$ cat config.mk
export PLATFORM = sky130hd
export DESIGN_NAME = msi_axil_gen
export DESIGN_NICKNAME = d
export VERILOG_FILES = /design/src/msi_pkg.sv /design/src/msi_irq_tracker.sv /design/src/msi_rr_arbiter.sv /design/src/msi_throttle_timer.sv /design/src/msi_msg_builder.sv /design/src/msi_send_fsm.sv /design/src/msi_axil_gen.sv
export SDC_FILE = /design/constraint.sdc
export NUM_CORES = 1
export LEC_CHECK = 0
export BUFFER_PORTS_ARGS = -buffer_cell sky130_fd_sc_hd__buf_2
export CORE_MARGIN = 4
export CORE_UTILIZATION = 30
export CTS_CLUSTER_SIZE = 12
export DETAILED_ROUTE_END_ITERATION = 10
export PLACE_DENSITY_LB_ADDON = 0.3
export SLEW_MARGIN = 20
export SYNTH_ARGS = -nofsm -noshare
export SYNTH_HDL_FRONTEND = slang
export SYNTH_HIERARCHICAL = 1
export SYNTH_SLANG_ARGS = --single-unit
$ cat constraint.sdc
create_clock -name clk -period 15.7 [get_ports clk]
set_clock_uncertainty 0.15 [all_clocks]
set_input_delay 1.57 -clock clk [delete_from_list [all_inputs] [get_ports clk]]
set_output_delay 1.57 -clock clk [all_outputs]
set_load 0.05 [all_outputs]
$ cat src/msi_pkg.sv
package msi_pkg;

  // ---------------------------------------------------------------------
  // interrupt and destination sizes
  // ---------------------------------------------------------------------
  localparam int NUM_IRQ    = 4;
  localparam int IRQ_IDX_W  = 2;
  localparam int NUM_DEST   = 2;
  localparam int DEST_IDX_W = 1;

  // ---------------------------------------------------------------------
  // AXI4-Lite write channel sizes
  // ---------------------------------------------------------------------
  localparam int ADDR_W = 40;
  localparam int DATA_W = 64;
  localparam int STRB_W = 8;
  localparam int RESP_W = 2;

  // bresp encoding, only OKAY is checked
  localparam logic [RESP_W-1:0] RESP_OKAY = 2'b00;

  // ---------------------------------------------------------------------
  // message fields
  // ---------------------------------------------------------------------
  localparam int DEVICE_ID_W = 16;
  localparam int EVENT_ID_W  = 16;
  localparam int THROTTLE_W  = 16;

  // device id lands on a 4-byte boundary in the address
  localparam int ADDR_PAD_W = ADDR_W - DEVICE_ID_W - 2;

  // event id sits zero-extended in one 32-bit lane
  localparam int LANE_W      = 32;
  localparam int NUM_LANES   = DATA_W / LANE_W;
  localparam int EVENT_PAD_W = LANE_W - EVENT_ID_W;

  localparam logic [STRB_W-1:0] STRB_LO_LANE = 8'h0F;
  localparam logic [STRB_W-1:0] STRB_HI_LANE = 8'hF0;

  // send fsm state codes
  localparam int STATE_W = 2;
  localparam logic [STATE_W-1:0] ST_IDLE  = 2'd0;
  localparam logic [STATE_W-1:0] ST_WAIT  = 2'd1;
  localparam logic [STATE_W-1:0] ST_ISSUE = 2'd2;

  // write data word, seen whole on the bus or as two lanes by the builder
  typedef union packed {
    logic [DATA_W-1:0]                 word;
    logic [NUM_LANES-1:0][LANE_W-1:0]  lane;
  } msi_wdata_u;

endpackage

$ cat src/msi_irq_tracker.sv
`timescale 1ns/10ps

module msi_irq_tracker (
  input  logic                        clk,
  input  logic                        reset,
  input  logic [msi_pkg::NUM_IRQ-1:0] irq,
  input  logic [msi_pkg::NUM_IRQ-1:0] msi_enable,
  input  logic [msi_pkg::IRQ_IDX_W-1:0] grant_idx,
  input  logic                        send_done,
  output logic [msi_pkg::NUM_IRQ-1:0] pending
);

  import msi_pkg::*;

  // previous irq sample for edge detection
  logic [NUM_IRQ-1:0] irq_d;
  // lines that went from low to high this cycle
  logic [NUM_IRQ-1:0] irq_rise;
  // one-hot clear for the line whose message just went out
  logic [NUM_IRQ-1:0] clr_mask;
  logic [NUM_IRQ-1:0] pending_next;

  // ---------------------------------------------------------------------
  // edge detect
  // ---------------------------------------------------------------------
  always_ff @(posedge clk) begin
    if (reset) begin
      irq_d <= '0;
    end else begin
      irq_d <= irq;
    end
  end

  // a line held high only fires once, a new pulse fires again
  assign irq_rise = irq & ~irq_d;

  // ---------------------------------------------------------------------
  // pending bits
  // ---------------------------------------------------------------------
  always_comb begin
    clr_mask = '0;
    // grant_idx is held by the arbiter while the message is in flight
    if (send_done) begin
      clr_mask[grant_idx] = 1'b1;
    end
  end

  // set on edge, drop on accept, and drop whenever the line is disabled
  assign pending_next = msi_enable & (pending | irq_rise) & ~clr_mask;

  always_ff @(posedge clk) begin
    if (reset) begin
      pending <= '0;
    end else begin
      pending <= pending_next;
    end
  end

endmodule

$ cat src/msi_rr_arbiter.sv
`timescale 1ns/10ps

module msi_rr_arbiter (
  input  logic                          clk,
  input  logic                          reset,
  input  logic [msi_pkg::NUM_IRQ-1:0]   pending,
  input  logic                          send_done,
  input  logic                          grant_lock,
  output logic                          grant_valid,
  output logic [msi_pkg::IRQ_IDX_W-1:0] grant_idx
);

  import msi_pkg::*;

  // last line served, search starts one past it
  logic [IRQ_IDX_W-1:0] last_idx;
  // choice captured every unlocked cycle, replayed while locked
  logic [IRQ_IDX_W-1:0] held_idx;
  // combinational search result
  logic [IRQ_IDX_W-1:0] pick_idx;
  logic [IRQ_IDX_W-1:0] cand_idx;
  logic                 pick_found;

  // ---------------------------------------------------------------------
  // round-robin search
  // ---------------------------------------------------------------------
  always_comb begin
    pick_found = 1'b0;
    pick_idx   = last_idx;
    cand_idx   = last_idx;
    // walk all lines, wrapping, lowest distance from the pointer wins
    for (int i = 1; i <= NUM_IRQ; i++) begin
      cand_idx = IRQ_IDX_W'((int'(last_idx) + i) % NUM_IRQ);
      if (!pick_found && pending[cand_idx]) begin
        pick_found = 1'b1;
        pick_idx   = cand_idx;
      end
    end
  end

  // ---------------------------------------------------------------------
  // grant hold
  // ---------------------------------------------------------------------
  // while unlocked the choice follows pending, so a line withdrawn by
  // disable in IDLE/WAIT gets replaced right away
  always_ff @(posedge clk) begin
    if (reset) begin
      held_idx <= '0;
    end else if (!grant_lock) begin
      held_idx <= pick_idx;
    end
  end

  // locked grant stays valid even if its pending bit is masked off,
  // the message is already on the bus
  assign grant_valid = grant_lock | pick_found;
  assign grant_idx   = grant_lock ? held_idx : pick_idx;

  // ---------------------------------------------------------------------
  // pointer update
  // ---------------------------------------------------------------------
  // reset points at the top line so line 0 goes first
  always_ff @(posedge clk) begin
    if (reset) begin
      last_idx <= IRQ_IDX_W'(NUM_IRQ - 1);
    end else if (send_done) begin
      last_idx <= grant_idx;
    end
  end

endmodule

$ cat src/msi_throttle_timer.sv
`timescale 1ns/10ps

module msi_throttle_timer (
  input  logic                           clk,
  input  logic                           reset,
  input  logic                           send_done,
  input  logic [msi_pkg::THROTTLE_W-1:0] throttle_threshold,
  output logic                           timer_zero
);

  import msi_pkg::*;

  // cycles left before the next message may start
  logic [THROTTLE_W-1:0] count;

  // ---------------------------------------------------------------------
  // down-counter
  // ---------------------------------------------------------------------
  // reload on every accepted message, then count down and stick at zero
  always_ff @(posedge clk) begin
    if (reset) begin
      count <= '0;
    end else if (send_done) begin
      count <= throttle_threshold;
    end else if (count != '0) begin
      count <= count - 1'b1;
    end
  end

  // threshold of zero means back to back sends are allowed
  assign timer_zero = (count == '0);

endmodule

$ cat src/msi_msg_builder.sv
`timescale 1ns/10ps

module msi_msg_builder (
  input  logic                                                  clk,
  input  logic                                                  reset,
  input  logic                                                  load_msg,
  input  logic [msi_pkg::IRQ_IDX_W-1:0]                         grant_idx,
  input  logic [msi_pkg::NUM_DEST-1:0][msi_pkg::ADDR_W-1:0]     msi_dest_addr,
  input  logic [msi_pkg::NUM_IRQ-1:0][msi_pkg::DEST_IDX_W-1:0]  msi_dest_idx,
  input  logic [msi_pkg::NUM_IRQ-1:0][msi_pkg::DEVICE_ID_W-1:0] device_id_per_irq,
  input  logic [msi_pkg::NUM_IRQ-1:0][msi_pkg::EVENT_ID_W-1:0]  event_id_per_irq,
  output logic [msi_pkg::ADDR_W-1:0]                            awaddr,
  output logic [msi_pkg::DATA_W-1:0]                            wdata,
  output logic [msi_pkg::STRB_W-1:0]                            wstrb
);

  import msi_pkg::*;

  // granted line's configuration
  logic [DEVICE_ID_W-1:0] dev_id;
  logic [EVENT_ID_W-1:0]  evt_id;
  logic [ADDR_W-1:0]      base_addr;

  // next message fields
  logic [ADDR_W-1:0] addr_next;
  logic [STRB_W-1:0] strb_next;
  msi_wdata_u        data_next;
  msi_wdata_u        data_q;

  assign dev_id    = device_id_per_irq[grant_idx];
  assign evt_id    = event_id_per_irq[grant_idx];
  assign base_addr = msi_dest_addr[msi_dest_idx[grant_idx]];

  // device id is a word offset from the selected base
  assign addr_next = base_addr + {{ADDR_PAD_W{1'b0}}, dev_id, 2'b00};

  always_comb begin
    data_next.word = '0;
    // odd device ids address the upper half of the 64-bit word
    data_next.lane[dev_id[0]] = {{EVENT_PAD_W{1'b0}}, evt_id};
    strb_next = dev_id[0] ? STRB_HI_LANE : STRB_LO_LANE;
  end

  // held until the next load so the bus sees stable payload under stalls
  always_ff @(posedge clk) begin
    if (reset) begin
      awaddr      <= '0;
      data_q.word <= '0;
      wstrb       <= '0;
    end else if (load_msg) begin
      awaddr <= addr_next;
      data_q <= data_next;
      wstrb  <= strb_next;
    end
  end

  assign wdata = data_q.word;

endmodule

$ cat src/msi_send_fsm.sv
`timescale 1ns/10ps

module msi_send_fsm (
  input  logic                       clk,
  input  logic                       reset,
  input  logic                       grant_valid,
  input  logic                       throttle_en,
  input  logic                       timer_zero,
  input  logic                       awready,
  input  logic                       wready,
  input  logic                       bvalid,
  input  logic [msi_pkg::RESP_W-1:0] bresp,
  output logic                       load_msg,
  output logic                       grant_lock,
  output logic                       awvalid,
  output logic                       wvalid,
  output logic                       send_done,
  output logic                       error
);

  import msi_pkg::*;

  logic [STATE_W-1:0] state;

  // channel accepted in an earlier cycle of this message
  logic aw_done;
  logic w_done;
  // handshakes this cycle
  logic aw_acc;
  logic w_acc;
  logic clear_to_send;

  // ---------------------------------------------------------------------
  // combinational outputs
  // ---------------------------------------------------------------------
  assign aw_acc = awvalid & awready;
  assign w_acc  = wvalid & wready;

  assign clear_to_send = ~throttle_en | timer_zero;

  // payload is latched as the fsm leaves WAIT
  assign load_msg = (state == ST_WAIT) & grant_valid & clear_to_send;

  // arbiter may only re-choose before the payload is latched
  assign grant_lock = (state == ST_ISSUE);

  // both channels done, either now or earlier
  assign send_done = (state == ST_ISSUE) & (aw_done | aw_acc) & (w_done | w_acc);

  // ---------------------------------------------------------------------
  // state and valids
  // ---------------------------------------------------------------------
  always_ff @(posedge clk) begin
    if (reset) begin
      state   <= ST_IDLE;
      awvalid <= 1'b0;
      wvalid  <= 1'b0;
      aw_done <= 1'b0;
      w_done  <= 1'b0;
    end else begin
      case (state)
        ST_IDLE: begin
          if (grant_valid) begin
            state <= ST_WAIT;
          end
        end
        ST_WAIT: begin
          if (load_msg) begin
            state   <= ST_ISSUE;
            awvalid <= 1'b1;
            wvalid  <= 1'b1;
            aw_done <= 1'b0;
            w_done  <= 1'b0;
          end else if (!grant_valid) begin
            // pending line was disabled while waiting on the throttle
            state <= ST_IDLE;
          end
        end
        ST_ISSUE: begin
          // each valid drops on its own ready
          if (aw_acc) begin
            awvalid <= 1'b0;
            aw_done <= 1'b1;
          end
          if (w_acc) begin
            wvalid <= 1'b0;
            w_done <= 1'b1;
          end
          if (send_done) begin
            state   <= ST_IDLE;
            aw_done <= 1'b0;
            w_done  <= 1'b0;
          end
        end
        default: begin
          state <= ST_IDLE;
        end
      endcase
    end
  end

  // ---------------------------------------------------------------------
  // response
  // ---------------------------------------------------------------------
  // bready is tied high at the interface, every bvalid is a response
  always_ff @(posedge clk) begin
    if (reset) begin
      error <= 1'b0;
    end else if (bvalid) begin
      error <= (bresp != RESP_OKAY);
    end
  end

endmodule

$ cat src/msi_axil_gen.sv
`timescale 1ns/10ps

module msi_axil_gen (
  input  logic                                                  clk,
  input  logic                                                  reset,
  // interrupt lines
  input  logic [msi_pkg::NUM_IRQ-1:0]                           irq,
  // message configuration
  input  logic [msi_pkg::NUM_DEST-1:0][msi_pkg::ADDR_W-1:0]     msi_dest_addr,
  input  logic [msi_pkg::NUM_IRQ-1:0]                           msi_enable,
  input  logic [msi_pkg::NUM_IRQ-1:0][msi_pkg::DEST_IDX_W-1:0]  msi_dest_idx,
  input  logic [msi_pkg::NUM_IRQ-1:0][msi_pkg::DEVICE_ID_W-1:0] device_id_per_irq,
  input  logic [msi_pkg::NUM_IRQ-1:0][msi_pkg::EVENT_ID_W-1:0]  event_id_per_irq,
  // throttle configuration
  input  logic                                                  throttle_en,
  input  logic [msi_pkg::THROTTLE_W-1:0]                        throttle_threshold,
  // last response was not OKAY
  output logic                                                  error,
  // AXI4-Lite write-only initiator, bready is implied high
  output logic [msi_pkg::ADDR_W-1:0]                            awaddr,
  output logic                                                  awvalid,
  input  logic                                                  awready,
  output logic [msi_pkg::DATA_W-1:0]                            wdata,
  output logic [msi_pkg::STRB_W-1:0]                            wstrb,
  output logic                                                  wvalid,
  input  logic                                                  wready,
  input  logic [msi_pkg::RESP_W-1:0]                            bresp,
  input  logic                                                  bvalid
);

  import msi_pkg::*;

  logic [NUM_IRQ-1:0]   pending;
  logic                 grant_valid;
  logic [IRQ_IDX_W-1:0] grant_idx;
  logic                 grant_lock;
  logic                 send_done;
  logic                 load_msg;
  logic                 timer_zero;

  // ---------------------------------------------------------------------
  // capture and arbitration
  // ---------------------------------------------------------------------
  msi_irq_tracker u_msi_irq_tracker (
    .clk        (clk),
    .reset      (reset),
    .irq        (irq),
    .msi_enable (msi_enable),
    .grant_idx  (grant_idx),
    .send_done  (send_done),
    .pending    (pending)
  );

  msi_rr_arbiter u_msi_rr_arbiter (
    .clk         (clk),
    .reset       (reset),
    .pending     (pending),
    .send_done   (send_done),
    .grant_lock  (grant_lock),
    .grant_valid (grant_valid),
    .grant_idx   (grant_idx)
  );

  // ---------------------------------------------------------------------
  // spacing, payload and bus sequencing
  // ---------------------------------------------------------------------
  msi_throttle_timer u_msi_throttle_timer (
    .clk                (clk),
    .reset              (reset),
    .send_done          (send_done),
    .throttle_threshold (throttle_threshold),
    .timer_zero         (timer_zero)
  );

  msi_msg_builder u_msi_msg_builder (
    .clk               (clk),
    .reset             (reset),
    .load_msg          (load_msg),
    .grant_idx         (grant_idx),
    .msi_dest_addr     (msi_dest_addr),
    .msi_dest_idx      (msi_dest_idx),
    .device_id_per_irq (device_id_per_irq),
    .event_id_per_irq  (event_id_per_irq),
    .awaddr            (awaddr),
    .wdata             (wdata),
    .wstrb             (wstrb)
  );

  msi_send_fsm u_msi_send_fsm (
    .clk         (clk),
    .reset       (reset),
    .grant_valid (grant_valid),
    .throttle_en (throttle_en),
    .timer_zero  (timer_zero),
    .awready     (awready),
    .wready      (wready),
    .bvalid      (bvalid),
    .bresp       (bresp),
    .load_msg    (load_msg),
    .grant_lock  (grant_lock),
    .awvalid     (awvalid),
    .wvalid      (wvalid),
    .send_done   (send_done),
    .error       (error)
  );

endmodule

==> reports/qor.txt, run 1 <==
Most used DFF post-synth - dfxtp_1
Commonest cells in the netlist - nand2_1 (114), dfxtp_1 (109), a21oi_1 (61), nor2_1 (61), nand3_1 (56)
Final period util - 38.0%
DRC - 0
Vias in the first global route - 7,372
Vias/cell - 4.98
Final Critical Period - 5.97 ns
Final Non-Filler Cells - 1,545
Final hold slack - 0.317 ns
Grt ovf - 0
Cts bufs inserted - 9
Worst EP arrival - 6.05 ns
Cell Rows - 58
Final WL - 25.3 mm
Critical-path maximum fanout - 40
Synth top area cells - dfxtp_1 (28%), mux4_2 (9.5%), nand2_1 (5.5%)
Reg power frac - 29.4%
Antenna-violating nets left - 0
Setup CP Type - flip-flop to flip-flop
Die area - 0.0286 sq mm
Global-route wire length before repair - 38.9 mm
Core area - 0.0253 sq mm
Clock Power Share - 20.1%
Switching Share - 44.3%
Sw power - 523 uW
EDFF count, synth - 0
Crit path required time - 15.77 ns
Clock Path Buffers - 2
Initial Utilization - 30.7%
Finished layout cell area - 0.00985 sq mm
Final setup vio count - 0
Area grow syn2layout - 26.6%
Maximum level of the CTS H-tree - 3
Crit. End Element - flip-flop
Layout Nets - 1,474
Clock Sinks - 109
Top-Level Pins - 359
Largest net degree at the start of global routing - 77
Clk_lat worst skew - 0.36 ns
Cell count after placement - 1,528
Synthesized area - 0.00778 sq mm
Synth warn - 6
Postcts setup bufs - 0
Final HPWL DP - 19.8 mm
Status - finished, final reports clean
VDD IR-drop max - 0.0000729 V
Startpoint Class - flip-flop
Largest family of logic cells by synthesized area - simple AND/OR/NAND/NOR gates
Hold WC Path Type - flip-flop to flip-flop
Final hold vios - 0
Initial antenna violation count - 1
Wirelength per Cell - 16.4 um
Die height - 169 um
Max-Cap Viols - 0
Mux share of post-synthesis cell area - 15.4%
Cell-internal power - 658 uW
Measured slew at the worst slew-check pin - 0.799 ns
All-Layer GR Usage - 16.7%
RD Place Congestion - 0.918
Synth top area share - 28.0%
Post-synthesis adder-cell area fraction - 3.47%
Drt first-iter violations - 439
Port buffer count - 326
Clock-pin transition on the worst setup and hold timing paths - 0.09 ns
Yosys top cell by area - dfxtp_1
Routed via count - 7,691
Synth Area in Simple Gates - 24.7%
Synth unique cells - 84
Filler instances - 2,650
Die Wd - 169 um
TritonCTS clock tree - done
CTS resizes - 0
Setup TNS - 0 ns
Hold-fix buffers at CTS - 0
Cells after synthesis - 919
RSZ-0062 raised after global routing - false
Post-Place Cell Area - 0.00954 sq mm
Register area share after synthesis - 28.0%
Avg Cell Area, Syn - 8.47 sq um
Relative slew margins - 46.4%
Power Dens Cells - 120 mW/mm^2
Share of flip-flops with an asynchronous set or reset - 0%
Pleak - 4.39 nW
Max-slew violation count - 0
CTS root buffer - clkbuf_16
Count leader, synth - nand2_1
Compound-Gate Fraction of Synth Area - 17.0%
F_max - 167 MHz
Pre-antenna DRT Iters - 5
FF+latch count, synth - 109
Xor/xnor share of the synthesized area - 3.71%
Layout cell share with drive strength beyond 1 - 34.4%
Logic gate share of total power - 50.5%
[final timing paths]
path / start / endpoint / slack [ns] / depth (start not counted)
worst max-delay path: u_msi_rr_arbiter/last_idx[1] / u_msi_msg_builder/awaddr[22] / 9.73 / 18
worst min-delay path: u_msi_msg_builder/wdata[46] / u_msi_msg_builder/wdata[46] / 0.32 / 2
worst max register to register: u_msi_rr_arbiter/last_idx[1] / u_msi_msg_builder/awaddr[22] / 9.73 / 18
worst min register to register: u_msi_msg_builder/wdata[46] / u_msi_msg_builder/wdata[46] / 0.32 / 2
[area by class of cell]
| type | count | area, sq um | area share [%] |
|---|---|---|---|
| sequential | 109 | 2180 | 22.2 |
| antenna | 1 | 2.50 | 0.0254 |
| timing repair buffer | 335 | 1700 | 17.3 |
| clock buffer | 9 | 225 | 2.29 |
| clock inverter | 7 | 82.6 | 0.838 |
| tap | 330 | 413 | 4.19 |
| inverter | 24 | 90.1 | 0.915 |
| multi-input combinational | 730 | 5150 | 52.3 |
[registers in the layout (all words and copies together), names as in the netlist]
register and flops:
u_msi_irq_tracker/irq_d 4, u_msi_irq_tracker/pending 4, u_msi_msg_builder/awaddr 40, u_msi_msg_builder/wdata 32
u_msi_msg_builder/wstrb 2, u_msi_rr_arbiter/held_idx 2, u_msi_rr_arbiter/last_idx 2, u_msi_send_fsm/aw_done 1
u_msi_send_fsm/awvalid 1, u_msi_send_fsm/error 1, u_msi_send_fsm/state 2, u_msi_send_fsm/w_done 1
u_msi_send_fsm/wvalid 1, u_msi_throttle_timer/count 16
[worst max-delay path: stages (launching register included)]
cell and delay (ns):
dfxtp_1 0.54, mux2_2 0.38, a221oi_1 0.53, a21oi_4 0.09
buf_4 0.34, mux2_2 0.36, o21ai_1 0.11, buf_4 0.25
clkinv_1 0.53, ha_1 0.46, inv_1 0.07, fa_1 0.21
nor2b_1 0.07, o31a_1 0.28, o21ai_1 0.65, a21oi_1 0.24
nor4b_1 0.21, a211oi_1 0.21, o22ai_1 0.11
[routing by layer]
layer	track usage, %	up-vias	share of wire (%)
met4	4.24	0	1.7
met1	21.8	3540	44
met3	2.85	24	5.7
met5	0	-	0
li1	-	3857	-
met2	28.6	270	49
[power groups by stage]
stage          Sequential [mW]  Clock [mW]  Combinational [mW]
5_1_grt                  0.353       0.259               0.652
3_5_place_dp             0.354           0               0.593
4_1_cts                  0.348       0.250               0.596
6_report                 0.348       0.238               0.596
3_3_place_gp             0.354           0               0.590
2_1_floorplan            0.409           0               0.403
[through the flow]
stage	util [%]	power, mW	setup WS [ns]
after floorplan	-	0.812	10.53
after global placement	37.7	0.944	9.90
after detailed placement	37.7	0.947	9.74
after CTS	38.9	1.19	9.73
after global routing	38.9	1.26	9.17
final	38.9	1.18	9.73
[cell usage in the layout, fill, tap and decap left out, types with 5 or more instances in the layout]
cell type and count:
buf_2 325, nand2_1 114, dfxtp_1 109, nor2_1 60
a21oi_1 60, nand3_1 56, nand2b_1 52, mux2i_1 38
mux4_2 33, conb_1 32, o21ai_0 26, inv_1 23
ha_1 20, nor2b_1 19, nor3_1 19, xnor2_1 18
xor2_1 15, nand4_1 12, a211oi_1 12, buf_4 10
a31oi_1 10, clkbuf_16 9, a21o_1 7, o22ai_1 6
mux2_2 5, o32ai_1 5, a311oi_1 5, and3_1 5
[cell families after synthesis]
kind of cell               after synthesis
other                                    1
adders and majority gates               21
and+or+nand+nor                        377
AOI/OAI and AO/OA                      190
muxes                                   77
buffers and inverters                  111
xor gates and xnor gates                33
DFF                                    109
Note: power is estimated with default switching activity, not from simulation.
==> run 2: changes to the inputs <==
==> constraint.sdc (replaced) <==
create_clock -name clk -period 5.92 [get_ports clk]
set_clock_uncertainty 0.15 [all_clocks]
set_input_delay 0.592 -clock clk [delete_from_list [all_inputs] [get_ports clk]]
set_output_delay 0.592 -clock clk [all_outputs]
set_load 0.05 [all_outputs]
==> run 2 against run 1 <==
Compared with the run above: clock power rose to 2.5 times the previous value; worst hold slack worse by 0.038 ns; combinational power rose to 2.7 times the previous value; die area unchanged.
==> reports/qor.txt, run 2 (synthesis gave the netlist of run 1 again) <==
Crit path required time - 6.02 ns
Slowest cell on the critical path - a2111oi_0
FF-to-FF path depth - 17
Die Wd - 169 um
Max-Cap Viols - 0
Cts bufs inserted - 9
Setup CP Type - flip-flop to flip-flop
Final WL - 25.7 mm
Cell Rows - 58
Vias in the first global route - 7,538
Antenna-violating nets left - 0
Status - finished, final reports clean
F_max - 191 MHz
Util after Layout - 38.9%
Core area - 0.0253 sq mm
Most Crowded Layer GR - met2
Clock Path Buffers - 2
Die height - 169 um
Met2 GRT Util - 29.9%
Max-slew violation count - 0
Postcts setup bufs - 0
Pleak - 4.39 nW
All-Layer GR Usage - 17.1%
Die area - 0.0286 sq mm
Pwr Total - 3.11 mW
Grt ovf - 0
Drt first-iter violations - 435
Relative slew margins - 43.0%
Final HPWL DP - 20.5 mm
Pre-antenna DRT Iters - 5
Post-Place Cell Area - 0.00956 sq mm
Largest net degree at the start of global routing - 77
Largest Register - u_msi_msg_builder/awaddr
Clock Sinks - 109
Measured slew at the worst slew-check pin - 0.849 ns
Final hold vios - 0
DRC - 0
Port buffer count - 326
Global-route wire length before repair - 39.5 mm
Clock-pin transition on the worst setup and hold timing paths - 0.08 ns
Global routing usage on met3 - 3.41%
Max reg flops - 40
Vias/cell - 5.02
Area grow syn2layout - 26.6%
Finished layout cell area - 0.00985 sq mm
Top-Level Pins - 359
M1 GR Usage - 21.3%
Power Dens Cells - 316 mW/mm^2
TritonCTS clock tree - done
Initial Utilization - 30.7%
Cells along the critical path - mux2_2 -> a221oi_1 -> a21oi_4 -> mux2i_1 -> mux2_2 -> nand2_1 -> nand2_1 -> ha_1 -> inv_1 -> fa_1 -> nor2b_1 -> o31a_1 -> o21ai_1 -> a2111oi_0 -> xor2_1 -> nor2_1 -> o32ai_1
Critical-path maximum fanout - 26
Hold-fix buffers at CTS - 0
CTS resizes - 0
Wirelength per Cell - 16.6 um
Commonest non-fill, non-tap cells in the layout - buf_2 (325), nand2_1 (114), dfxtp_1 (109), nor2_1 (60), a21oi_1 (60)
Clk_lat worst skew - 0.35 ns
Worst EP arrival - 5.34 ns
RSZ-0062 raised after global routing - false
Routed via count - 7,776
Final setup vio count - 0
Hold Crit Depth - 3
Layout cell share with drive strength beyond 1 - 34.4%
VDD IR-drop max - 0.000189 V
Crit. End Element - flip-flop
Layout Nets - 1,475
Startpoint Class - flip-flop
Most common cell after layout, fill and taps aside - buf_2
Maximum level of the CTS H-tree - 3
Hold WC Path Type - primary input to flip-flop
Final Critical Period - 5.24 ns
CTS root buffer - clkbuf_16
Final period util - 88.6%
Setup TNS - 0 ns
CP max stage delay - 0.60 ns
RD Place Congestion - 0.868
Initial antenna violation count - 3
-- run 2: cell types whose count changed in the layout (fill, tap and decap cells not counted), sizes merged --
| cell | previous run | this run |
|---|---|---|
| buf | 335 | 336 |
| clkbuf | 9 | 10 |
| clkinv | 2 | 4 |
| diode | 1 | 3 |
| inv | 28 | 25 |
-- run 2: report_power, final --
part | switching (mW) | internal, mW | leakage (nW) | total [mW]
Clock | 0.305 | 0.295 | 0.136 | 0.600
Sequential | 0.0892 | 0.835 | 0.886 | 0.924
Combinational | 0.977 | 0.608 | 3.37 | 1.59
-- run 2: layout make-up --
| type | count | area (sq um) |
|---|---|---|
| fillers | 2641 | 15500 |
| repair buffers | 336 | 1720 |
| clock inverters | 6 | 58.8 |
| diodes | 3 | 7.51 |
| multi-input cells | 730 | 5150 |
| inverters | 24 | 90.1 |
| clock buffers | 10 | 229 |
| flip-flops and latches | 109 | 2180 |
| well taps | 330 | 413 |
-- run 2: final timing paths --
kind	endpoint	slack, ns	startpoint
max	u_msi_msg_builder/awaddr[34]	0.68	u_msi_rr_arbiter/last_idx[1]
min	u_msi_throttle_timer/count[4]	0.28	throttle_threshold[4]
max reg2reg	u_msi_msg_builder/awaddr[34]	0.68	u_msi_rr_arbiter/last_idx[1]
min reg2reg	u_msi_msg_builder/wdata[33]	0.31	u_msi_msg_builder/wdata[33]
-- run 2: per-layer routing --
layer	share of wire [%]	vias up
li1	-	3849
met1	42	3591
met2	49	305
met3	6.8	31
met4	2.0	0
met5	0	-
-- run 2: per-stage QoR --
step / hold slack [ns] / instances / worst slack (ns)
after floorplan: 0.302 / 950 / 0.814
after global placement: 0.303 / 1529 / 0.812
after detailed placement: 0.308 / 1529 / 0.691
after CTS: 0.260 / 1545 / 0.659
after global routing: 0.272 / 1548 / 0.166
final: 0.278 / 1548 / 0.676
-- run 2: worst max-delay path: cells and delay by family (launching register included) --
family                     cells  cell delay [ns]
AOI/OAI and AO/OA              6             2.12
xor gates and xnor gates       1             0.19
adders and majority gates      2             0.55
buffers and inverters          1             0.05
DFF                            1             0.52
muxes                          3             1.11
and+or+nand+nor                4             0.40
==> run 3: changes to the inputs <==
==> constraint.sdc (replaced) <==
create_clock -name clk -period 5.92 [get_ports clk]
set_clock_uncertainty 0.15 [all_clocks]
set_input_delay 0.296 -clock clk [delete_from_list [all_inputs] [get_ports clk]]
set_output_delay 0.296 -clock clk [all_outputs]
set_load 0.05 [all_outputs]
==> run 3 against run 2 <==
Compared with the run above: flip-flop and latch count unchanged; die area did not move; register-to-register slack worse by 0.02 ns; clock-buffer cell count did not move; largest cell class unchanged.
==> reports/qor.txt, run 3 (synthesis gave the netlist of run 1 again) <==
Cts bufs inserted - 9
Core area - 0.0253 sq mm
Startpoint Class - flip-flop
Final setup vio count - 0
Layout Nets - 1,486
Cell count after placement - 1,529
Largest net degree at the start of global routing - 77
Die area - 0.0286 sq mm
RSZ-0062 raised after global routing - false
Measured slew at the worst slew-check pin - 0.836 ns
Port buffer count - 326
Metal3 WL - 1.73 mm
Final WL - 25.8 mm
Clock-pin transition on the worst setup and hold timing paths - 0.08 ns
Initial antenna violation count - 2
VDD IR-drop max - 0.000170 V
Setup TNS - 0 ns
Die Wd - 169 um
DRC - 0
Cell Rows - 58
Grt ovf - 0
Antenna-violating nets left - 0
Setup CP Type - flip-flop to flip-flop
TritonCTS clock tree - done
Wirelength per Cell - 16.5 um
Routed via count - 7,800
Status - finished, final reports clean
Met2 wire len - 12.8 mm
Vias in the first global route - 7,523
Post-Route M1 WL - 10.7 mm
Crit. End Element - flip-flop
Critical-path maximum fanout - 26
Worst EP arrival - 5.37 ns
Die height - 169 um
Final Non-Filler Cells - 1,559
RD Place Congestion - 0.867
Power Dens Cells - 312 mW/mm^2
Relative slew margins - 43.9%
Max-slew violation count - 0
Clk_lat worst skew - 0.35 ns
Max reg flops - 40
Pre-antenna DRT Iters - 5
Post-Place Cell Area - 0.00956 sq mm
All-Layer GR Usage - 17.0%
Layout cell share with drive strength beyond 1 - 34.1%
Top layer in use - met4
CP max stage delay - 0.59 ns
CTS root buffer - clkbuf_16
Largest Register - u_msi_msg_builder/awaddr
F_max - 190 MHz
Final period util - 89.0%
Slowest cell on the critical path - a2111oi_0
Final HPWL DP - 20.5 mm
Global-route wire length before repair - 39.5 mm
Drt first-iter violations - 442
Area grow syn2layout - 28.0%
Pleak - 4.43 nW
Maximum level of the CTS H-tree - 3
Initial Utilization - 30.7%
Cells along the critical path - mux2_2 -> a221oi_1 -> a21oi_4 -> mux2i_1 -> mux2_2 -> nand2_1 -> nand2_1 -> ha_1 -> inv_1 -> fa_1 -> nor2b_1 -> o31a_1 -> o21ai_1 -> a2111oi_0 -> xor2_1 -> nor2_1 -> o32ai_1
Util after Layout - 39.3%
Crit path required time - 6.02 ns
Hold WC Path Type - primary input to flip-flop
Top-Level Pins - 359
Most common cell after layout, fill and taps aside - buf_2
Vias/cell - 5.00
Max-Cap Viols - 0
Commonest non-fill, non-tap cells in the layout - buf_2 (325), nand2_1 (114), dfxtp_1 (109), nor2_1 (60), a21oi_1 (60)
Final Critical Period - 5.27 ns
Finished layout cell area - 0.00996 sq mm
Clock Path Buffers - 2
Clock Sinks - 109
Final hold vios - 0
[run 3: cell count changes in the layout (fill, tap and decap cells not counted)]
cell / previous run / this run
clkinv_8: 1 / 0
inv_6: 2 / 1
clkinv_4: 2 / 1
dlygate4sd3_1: 0 / 11
clkinvlp_4: 1 / 2
inv_8: 0 / 2
[run 3: report_power, final]
group	internal (mW)	total, mW	leakage (nW)	switching, mW
clock network	0.295	0.596	0.133	0.302
logic	0.613	1.59	3.41	0.974
registers	0.835	0.924	0.886	0.0889
total	1.74	3.11	4.43	1.37
[run 3: cell type report]
| type | count | area (sq um) |
|---|---|---|
| inverter | 24 | 90.1 |
| multi-input combinational | 730 | 5150 |
| sequential | 109 | 2180 |
| tap | 330 | 413 |
| timing repair buffer | 347 | 1830 |
| antenna | 3 | 7.51 |
| fill | 2653 | 15400 |
| clock buffer | 10 | 229 |
| clock inverter | 6 | 55.1 |
[run 3: stage by stage]
stage / power, mW / hold slack, ns / setup WS, ns
2_1_floorplan: 2.15 / 0.212 / 0.814
3_3_place_gp: 2.51 / 0.303 / 0.811
3_5_place_dp: 2.52 / 0.305 / 0.686
4_1_cts: 3.15 / 0.00718 / 0.657
5_1_grt: 3.34 / 0.0256 / 0.194
6_report: 3.11 / 0.0324 / 0.654
[run 3: what timing repair did]
item / 4_1_cts / 5_1_grt
hold buffers: 11 / 0
hold endpoints to repair: 11 / 0
gates resized for setup: 0 / 0
setup buffers: 0 / 0
[run 3: final timing paths]
check,start,end,slack (ns),depth (start not counted)
worst max-delay path,u_msi_rr_arbiter/last_idx[1],u_msi_msg_builder/awaddr[34],0.65,17
worst min-delay path,irq[2],u_msi_irq_tracker/irq_d[2],0.03,2
worst max register to register,u_msi_rr_arbiter/last_idx[1],u_msi_msg_builder/awaddr[34],0.65,17
worst min register to register,u_msi_msg_builder/wdata[35],u_msi_msg_builder/wdata[35],0.32,2
[run 3: per-layer routing]
| layer | vias to the layer above | GRT usage (%) |
|---|---|---|
| met4 | 0 | 4.45 |
| met2 | 279 | 30.2 |
| met3 | 26 | 3.46 |
| met1 | 3626 | 21.1 |
| li1 | 3869 | - |
| met5 | - | 0 |
[run 3: critical path, delay by kind of cell, from the launching register on]
| kind | cells | cell delay, ns |
|---|---|---|
| compound gates | 6 | 2.12 |
| xor+xnor | 1 | 0.19 |
| fa+ha+maj | 2 | 0.54 |
| buf+inv | 1 | 0.05 |
| flops | 1 | 0.53 |
| mux | 3 | 1.14 |
| simple gates | 4 | 0.41 |
